File: src/fetchPkg.sv
// Widths, opcode and state enums, instruction field layout and fetch stage structs.
package fetchPkg;

   localparam int PC_W = 16;
   localparam int INSTR_W = 16;

   // Instruction field widths.
   localparam int OPCODE_W = 5;
   localparam int REG_IDX_W = 3;
   localparam int REST_W = INSTR_W - OPCODE_W - 2 * REG_IDX_W;

   typedef logic [REG_IDX_W-1:0] regIdxT;

   // Opcode lives in bits 15..11.
   typedef enum logic [OPCODE_W-1:0] {
      HALT = 5'b00000,
      NOP  = 5'b00001,
      ADDI = 5'b01000,
      BEQZ = 5'b01100,
      LI   = 5'b11000,
      ADD  = 5'b11011
   } opcodeT;

   // Rs in 10..8, rt in 7..5, then immediate or destination bits.
   typedef struct packed {
      opcodeT opcode;
      regIdxT rs;
      regIdxT rt;
      logic [REST_W-1:0] rest;
   } instrT;

   // Pending write of one later pipeline stage.
   typedef struct packed {
      logic regWrt;
      regIdxT wrtReg;
      logic branch;
   } stageWriteT;

   typedef struct packed {
      stageWriteT d;
      stageWriteT x;
      stageWriteT m;
      stageWriteT w;
   } pipeWritesT;

   typedef struct packed {
      logic valid;
      instrT instruction;
      logic [PC_W-1:0] incPc;
   } fetchOutT;

   typedef enum logic [1:0] {IDLE, RUN, BRANCH_WAIT, HALTED} fetchStateT;

endpackage

File: src/pcCounter.sv
// Program counter register with +2 increment, load, clear and sticky wrap error.
`timescale 1ns/100ps

module pcCounter (
   input  logic                       clk,
   input  logic                       rst,
   input  logic                       clear,
   input  logic                       advance,
   input  logic                       loadPc,
   input  logic [fetchPkg::PC_W-1:0]  targetPc,
   output logic [fetchPkg::PC_W-1:0]  pc,
   output logic [fetchPkg::PC_W-1:0]  incPc,
   output logic                       err
);

   import fetchPkg::*;

   logic [PC_W:0] sum;
   logic carry;

   // Extra bit catches the wrap from 0xFFFE to 0.
   assign sum = {1'b0, pc} + (PC_W + 1)'(2);
   assign incPc = sum[PC_W-1:0];
   assign carry = sum[PC_W];

   always_ff @(posedge clk) begin
      if (rst || clear) begin
         pc <= '0;
         err <= 1'b0;
      end else if (loadPc) begin
         // Redirect wins over a plain step.
         pc <= targetPc;
      end else if (advance) begin
         pc <= incPc;
         err <= err | carry;
      end
   end

endmodule

File: src/instrMem.sv
// Word-organized instruction memory, asynchronous read and synchronous load port.
`timescale 1ns/100ps

module instrMem #(
   parameter int MEM_WORDS = 256
) (
   input  logic                       clk,
   input  logic                       load,
   input  logic [fetchPkg::PC_W-1:0]  loadAddr,
   input  fetchPkg::instrT            loadData,
   input  logic [fetchPkg::PC_W-1:0]  addr,
   output fetchPkg::instrT            instruction
);

   import fetchPkg::*;

   localparam int ADDR_W = (MEM_WORDS > 1) ? $clog2(MEM_WORDS) : 1;

   logic [INSTR_W-1:0] mem [MEM_WORDS];

   logic [PC_W-2:0] rdWord;
   logic [PC_W-2:0] wrWord;
   logic [ADDR_W-1:0] rdIdx;
   logic [ADDR_W-1:0] wrIdx;

   // Byte addresses, so drop bit 0 and fold into the array depth.
   assign rdWord = addr[PC_W-1:1];
   assign wrWord = loadAddr[PC_W-1:1];
   assign rdIdx = ADDR_W'(rdWord % MEM_WORDS);
   assign wrIdx = ADDR_W'(wrWord % MEM_WORDS);

   assign instruction = instrT'(mem[rdIdx]);

   // Load strobe is already qualified by the controller.
   always_ff @(posedge clk) begin
      if (load) begin
         mem[wrIdx] <= loadData;
      end
   end

endmodule

File: src/hazardDetect.sv
// Opcode decoder and register hazard check against later stage writes and branches.
`timescale 1ns/100ps

module hazardDetect (
   input  fetchPkg::instrT       instruction,
   input  fetchPkg::pipeWritesT  pipeWrites,
   output logic                  stall,
   output logic                  isBranch,
   output logic                  isHalt
);

   import fetchPkg::*;

   localparam int NUM_STAGES = 4;

   logic readsRs;
   logic readsRt;
   logic rsHit;
   logic rtHit;
   logic branchInFlight;

   stageWriteT stages [NUM_STAGES];

   // True when this stage will write register r.
   function automatic logic writesReg(stageWriteT s, regIdxT r);
      return s.regWrt && (s.wrtReg == r);
   endfunction

   // Decode, execute, memory and writeback in order.
   assign stages[0] = pipeWrites.d;
   assign stages[1] = pipeWrites.x;
   assign stages[2] = pipeWrites.m;
   assign stages[3] = pipeWrites.w;

   // Register reads and class of the fetched word.
   always_comb begin
      readsRs = 1'b0;
      readsRt = 1'b0;
      isBranch = 1'b0;
      isHalt = 1'b0;
      case (instruction.opcode)
         HALT: begin
            isHalt = 1'b1;
         end
         ADDI: begin
            readsRs = 1'b1;
         end
         ADD: begin
            readsRs = 1'b1;
            readsRt = 1'b1;
         end
         BEQZ: begin
            readsRs = 1'b1;
            isBranch = 1'b1;
         end
         NOP, LI: begin
            readsRs = 1'b0;
         end
         // Unused codes behave as NOP.
         default: begin
            readsRs = 1'b0;
         end
      endcase
   end

   // Scan all later stages.
   always_comb begin
      rsHit = 1'b0;
      rtHit = 1'b0;
      branchInFlight = 1'b0;
      for (int i = 0; i < NUM_STAGES; i++) begin
         rsHit = rsHit | writesReg(stages[i], instruction.rs);
         rtHit = rtHit | writesReg(stages[i], instruction.rt);
         branchInFlight = branchInFlight | stages[i].branch;
      end
   end

   // Any unresolved branch downstream also holds fetch.
   assign stall = (readsRs && rsHit) || (readsRt && rtHit) || branchInFlight;

endmodule

File: src/fetchCtrl.sv
// Fetch FSM for idle, run, branch wait and halt, with PC and issue controls.
`timescale 1ns/100ps

module fetchCtrl (
   input  logic                  clk,
   input  logic                  rst,
   input  logic                  start,
   input  logic                  redirect,
   input  logic                  stall,
   input  logic                  isBranch,
   input  logic                  isHalt,
   output logic                  issue,
   output logic                  advance,
   output logic                  loadPc,
   output logic                  clear,
   output logic                  memWriteOk,
   output logic                  halted,
   output fetchPkg::fetchStateT  state
);

   import fetchPkg::*;

   fetchStateT nextState;

   always_ff @(posedge clk) begin
      if (rst) begin
         state <= IDLE;
      end else begin
         state <= nextState;
      end
   end

   always_comb begin
      nextState = state;
      case (state)
         IDLE: begin
            if (start) nextState = RUN;
         end
         RUN: begin
            if (issue && isBranch) begin
               nextState = BRANCH_WAIT;
            end else if (issue && isHalt) begin
               nextState = HALTED;
            end
         end
         // Variable latency until the target comes back.
         BRANCH_WAIT: begin
            if (redirect) nextState = RUN;
         end
         HALTED: begin
            if (start) nextState = RUN;
         end
         default: nextState = IDLE;
      endcase
   end

   // One issue slot per cycle in RUN unless stalled.
   assign issue = (state == RUN) && !stall;
   // Halt keeps the PC where it is.
   assign advance = issue && !isHalt;
   assign loadPc = (state == BRANCH_WAIT) && redirect;

   assign memWriteOk = (state == IDLE) || (state == HALTED);
   assign clear = start && memWriteOk;
   assign halted = (state == HALTED);

endmodule

File: src/fetchStage.sv
// Fetch stage top level joining PC counter, instruction memory, hazard check and FSM.
`timescale 1ns/100ps

module fetchStage #(
   parameter int MEM_WORDS = 256
) (
   input  logic                       clk,
   input  logic                       rst,
   input  logic                       start,
   input  logic                       load,
   input  logic [fetchPkg::PC_W-1:0]  loadAddr,
   input  fetchPkg::instrT            loadData,
   input  fetchPkg::pipeWritesT       pipeWrites,
   input  logic                       redirect,
   input  logic [fetchPkg::PC_W-1:0]  targetPc,
   output fetchPkg::fetchOutT         fetchOut,
   output logic                       halted,
   output logic                       err
);

   import fetchPkg::*;

   logic [PC_W-1:0] pc;
   logic [PC_W-1:0] incPc;
   instrT instruction;
   logic stall;
   logic isBranch;
   logic isHalt;
   logic issue;
   logic advance;
   logic loadPc;
   logic clear;
   logic memWriteOk;
   logic memLoad;

   // Loads only land while idle or halted.
   assign memLoad = load && memWriteOk;

   pcCounter pcCounter_i (
      .clk(clk), .rst(rst), .clear(clear), .advance(advance), .loadPc(loadPc),
      .targetPc(targetPc), .pc(pc), .incPc(incPc), .err(err)
   );

   instrMem #(.MEM_WORDS(MEM_WORDS)) instrMem_i (
      .clk(clk), .load(memLoad), .loadAddr(loadAddr), .loadData(loadData),
      .addr(pc), .instruction(instruction)
   );

   hazardDetect hazardDetect_i (
      .instruction(instruction), .pipeWrites(pipeWrites),
      .stall(stall), .isBranch(isBranch), .isHalt(isHalt)
   );

   // State port is watched by the bound checks only.
   fetchCtrl fetchCtrl_i (
      .clk(clk), .rst(rst), .start(start), .redirect(redirect), .stall(stall),
      .isBranch(isBranch), .isHalt(isHalt), .issue(issue), .advance(advance),
      .loadPc(loadPc), .clear(clear), .memWriteOk(memWriteOk), .halted(halted),
      .state()
   );

   assign fetchOut.valid = issue;
   assign fetchOut.instruction = instruction;
   assign fetchOut.incPc = incPc;

endmodule

File: config.mk
export PLATFORM = sky130hd
export DESIGN_NAME = fetchStage
export DESIGN_NICKNAME = d
export VERILOG_FILES = /design/src/fetchPkg.sv /design/src/pcCounter.sv /design/src/instrMem.sv /design/src/hazardDetect.sv /design/src/fetchCtrl.sv /design/src/fetchStage.sv
export SDC_FILE = /design/constraint.sdc
export NUM_CORES = 2
export LEC_CHECK = 0
export ABC_CLOCK_PERIOD_IN_PS = 6300
export BUFFER_PORTS_ARGS = -buffer_cell sky130_fd_sc_hd__buf_4
export CORE_MARGIN = 8
export CORE_UTILIZATION = 55
export DETAILED_ROUTE_END_ITERATION = 12
export GPL_ROUTABILITY_DRIVEN = 1
export PLACE_DENSITY = 0.71
export SLEW_MARGIN = 20
export SYNTH_ARGS = -nofsm -noshare
export SYNTH_HDL_FRONTEND = slang
export SYNTH_SLANG_ARGS = --single-unit
File: constraint.sdc
create_clock -name clk -period 6.3 [get_ports clk]
set_input_delay 0 -clock clk [delete_from_list [all_inputs] [get_ports clk]]
set_output_delay 0 -clock clk [all_outputs]
set_load 0.01 [all_outputs]
Word level (Yosys, flattened, before mapping):

Memories as Yosys holds them, arrays and structs flattened. A register that Yosys moved wholly into a read port is not among the register bits.
Index checks and enable logic that the tools add are counted.

* flip-flop bits (word level): 19
* RAM bits: 4096
* logic and storage cells: 78
* memories kept: 1

Memory list
* instrMem_i.mem: words 256, bits a word 16, read ports 1, clocked after Yosys merged registers in 1, write ports 1, line instrMem.sv:19 `logic [INSTR_W-1:0] mem [MEM_WORDS];`

* $add $sub $neg: 1
* equality and inequality tests: 17
* mux-type cells: 15
* bitwise logic cells: 11
* reduce and logical (&&, ||, !) cells: 30

Operators by type and width (count)
* 2-to-1 mux 16 bit: 2
* equality test 3 bit: 8
* adder 16 x 2 -> 17 bit (second input constant): 1
* logical AND 1 bit: 17
* 2-to-1 mux 8 bit: 2
* equality test 5 x 4 -> 1 bit (second input constant): 2
* bitwise OR 1 bit: 10
* 2-to-1 mux 2 bit: 4
* 2-to-1 mux 1 bit: 6
* one-hot mux 2 bit (3 select lines): 1
* equality test 5 bit (second input constant): 1
* zero test 5 bit: 1
* equality test 2 bit (second input constant): 2
* logical OR 1 bit: 4
* inequality test 3 x 1 -> 1 bit (second input constant): 1
* AND reduction 3 bit: 1
* OR reduction 3 bit: 1
* equality test 2 x 1 -> 1 bit (second input constant): 1
* zero test 1 bit: 2
* zero test 2 bit: 1
* inequality test 2 x 1 -> 1 bit (second input constant): 1
* inequality test 2 bit (second input constant): 1
* AND reduction 2 bit: 1
* nonzero test 2 bit: 1
* 2 further kinds: 2

Longest topological paths before layout:

* depth after elaboration: 15
* gate-level depth with buffers: 21

Modules after synthesis:

Synthesis repeated with hierarchy kept, for this count alone.

* cell total of the unflattened synthesis: 7553
* area total of the unflattened synthesis: 160069.8 um2

Modules (own cells, without submodules)
* instrMem: times used 1, cells each 7344, area each 158394.4 um2, seq. area each 122998.0 um2
* pcCounter: times used 1, cells each 137, area each 1082.3 um2, seq. area each 340.3 um2
* hazardDetect: times used 1, cells each 48, area each 381.6 um2, seq. area each 0.0 um2
* fetchCtrl: times used 1, cells each 22, area each 197.7 um2, seq. area each 40.0 um2
* fetchStage: times used 1, cells each 2, area each 13.8 um2, seq. area each 0.0 um2

Worst setup path before layout:

OpenSTA, ideal clock, no wires.

* path type: reg2out
* start: reg (tool-made name)
* end: out fetchOut[16] in the netlist's numbering
* arrival time: 4.068 ns
* setup slack: 2.232 ns
* cell stages (with the launch flop): 15
* path buffers: 10
* cell sequence: dfxtp_1 > buf_6 > buf_8 > buf_8 > buf_8 > buf_6 > buf_8 > buf_6 > buf_2 > clkbuf_1 > buf_2 > mux4_2 > mux4_2 > mux4_2 > mux4_2

RTL lines
* to (decl): line fetchStage.sv:16 `output fetchPkg::fetchOutT fetchOut,`

==> qor.yml <==
cts_tree: "built"
rr_endpoint: "pcCounter_i.pc[14]"
ys_types: 73
syn_to_final_growth_pct: 13.5
netSwitchingPower_mw: 12.0
nNetsFinal: 7721
drive_gt1_frac: 0.301
rrSetupSlack_ns: 0.12
place_area_um2: 167000
syn_area_per_cell_um2: 22.9
grt_pass1_vias: 78300
track_usage: 0.266
final_common_cell: "edfxtp_1"
fin_skew_ns: 0.0639
boundaryPins: 108
synthesis.nets: 7047
dr.pass1.iters: 8
hold_viol: 0
dieArea_um2: 308000
holdPathStages: 7
async_flop_share: 0
antenna_found_initial: 25
clock_sinks: 4123
num_rows: 197
cp-start-kind: "register"
relSlewSlack: 0.0603
design.core.area_um2: 288000
fin_crit_sh: 0.986
cts_inserted_buffers: 404
tightest_slew_ns: 1.41
start_util: 0.553
gp_congestion: 0.900
synth_top_area_share: 0.771
die_height_um: 555
remaining_drc_errors: 0
ys_seq_area_frac: 0.774
die_width_um: 555
grt_pass1_wl_um: 588000
synth_area_leaders: "edfxtp_1, mux4_2, mux2i_1, nor2_1, a22oi_1"
clock_path_buffers: 4
yosysWarningCount: 0
portBuffers: 99
worstPathArrival_ns: 6.21
routed_wirelength_um: 417000
clk_latency_ns: 0.98
fin_crit_ns: 6.21
syn-instance-count: 6969
setup_tns_ns: 0
via_count: 78900
power.internal_mw: 44.6
hold_start: "pipeWrites[4]"
power_leakage_nw: 55.3
power_frac_seq: 0.534
grt_overflow: 0
crit_type: "reg -> out"
rsz0062_at_grt: "no"
switching_share: 0.213
fill_cells: 18800
powerDensity_nw_per_um2: 313
ys_ff_latch: 4123
clk_pin_slew_ns: 0.07
ir_worst_vdd_v: 0.000264
ant_nets: 0
yosysTopAreaCell: "edfxtp_1"
max_clock_freq_mhz: 161
ys.flop_type: "edfxtp_1"
synth_edf_count: 4096
power.share.combinational: 0.051
fin_area_um2: 181000
layout_common_cells: "edfxtp_1, mux4_2, buf_4"
htree_levels: 5
reg2regPathDepth: 17
status: "finished clean"
synthesis.area_um2: 160000
wl_per_cell_um: 35.4
setup_viol: 0
clkPwrFrac: 0.415
maxCapViolCount: 0
required_ns: 6.30
drt_iter0_drc: 11200
grt_start_max_net_pins: 193
dpl.hpwl_um: 250000
cts-root-buf: "clkbuf_16"
hp-class: "in -> reg"
cp-end-kind: "output port"
crit_path_max_fanout: 24
vias_per_cell: 6.70
drv_slew: 0
cell usage after synthesis, types with 9 or more instances:
cell type and n:
nor4_1 16, buf_1 20, buf_8 9, nand2_1 95
o221a_2 16, a211oi_1 11, o21ai_0 53, a311oi_1 11
buf_4 65, inv_1 16, o211ai_1 24, mux2_2 31
edfxtp_1 4096, nand2b_1 10, o22ai_1 20, nand3_1 42
and3_1 13, a31oi_1 18, mux4_2 1095, xnor2_1 33
dfxtp_1 27, clkbuf_1 156, a21oi_1 96, o221ai_1 22
xor2_1 14, mux2i_1 245, buf_2 107, and2_1 9
a22oi_1 99, a221oi_1 18, nand4_1 17, buf_6 38
nor2b_1 24, nor2_1 289
power groups by stage:
stage	sequential, mW	combinational, mW	clock [mW]
detailed placement	30.8	2.82	0
CTS	30.2	2.88	23.7
floorplan	30.8	1.48	0
global route	30.2	3.02	24.7
finish	30.2	2.90	23.5
global placement	30.8	2.76	0
cell type report:
type	count	area, um2	share of cell area
Timing Repair Buffer	663	5860	0.0323
Inverter	19	81.3	0.000449
Clock buffer	483	10500	0.0578
Sequential cell	4123	124000	0.682
Tap cell	3781	4730	0.0261
Clock inverter	259	2370	0.0131
Multi-Input combinational cell	2432	34000	0.188
Antenna cell	15	37.5	0.000207
worst max-delay path by stage:
stage | endpoint | slack (ns) | cells past startpoint
after floorplan | fetchOut[16] | 2.23 | 14
after global placement | register | 0.50 | 17
after detailed placement | register | 0.58 | 16
after CTS | fetchOut[32] | 0.007 | 15
after global routing | fetchCtrl_i.state[0] | 0.01 | 17
final | fetchOut[32] | 0.09 | 15
registers in the layout, indices dropped and copies added, names as in the netlist, named ones only:
name               flops
instrMem_i.mem      4096
pcCounter_i.pc        16
fetchCtrl_i.state      2
pcCounter_i.err        1
repair_timing:
action	CTS	global route
hold endpoints to repair	2017	0
hold buffers	78	0
setup endpoints to repair	0	1
buffers inserted	0	1
gates resized for setup	0	4
cells by family (layout without fill, tap and decap cells):
kind of cell / count (synthesis) / count (layout) / share of synthesized area
other: 0 / 15 / 0
DFF: 4123 / 4123 / 0.774
adders and majority gates: 5 / 5 / 0.000392
and+or+nand+nor: 579 / 579 / 0.0172
buffers and inverters: 414 / 1424 / 0.0145
AOI/OAI and AO/OA: 430 / 430 / 0.0187
xor gates and xnor gates: 47 / 47 / 0.00258
muxes: 1371 / 1371 / 0.172
through the flow:
step           utilization  setup slack [ns]  std cells  hold WS, ns  power (mW)
6_report             0.628            0.0889      11800       0.0741        56.6
5_1_grt              0.628            0.0120      11800       0.0652        58.0
4_1_cts              0.627           0.00652      11800      0.00760        56.9
3_5_place_dp         0.580             0.583      10900        0.191        33.6
3_3_place_gp         0.580             0.496      10900        0.194        33.6
2_1_floorplan            -              2.23       6969       0.0724        32.3
worst max-delay path: stages, from the launching register on:
cell and delay [ns]:
dfxtp_4 0.56, buf_12 0.30, buf_4 0.42, mux4_2 0.30, mux2i_1 0.14, o2bb2ai_1 0.18, nor4_1 0.74, o32a_1 0.74
nand3_1 0.31, xor2_1 0.22, and4_1 0.22, o311a_1 0.34, a31o_4 0.31, buf_4 0.17, nor2_1 0.11, buf_4 0.14
per-layer routing:
| layer | vias up | part of all wire | GRT usage | wire, um |
|---|---|---|---|---|
| met2 | 5083 | 0.47 | 0.414 | 196000 |
| met4 | 12 | 0.054 | 0.119 | 22400 |
| met1 | 41800 | 0.36 | 0.364 | 150000 |
| met3 | 835 | 0.12 | 0.0639 | 48700 |
| met5 | - | 0.00017 | 0 | 71 |
| li1 | 31100 | - | - | - |
Power figures use the tool's default switching activity.
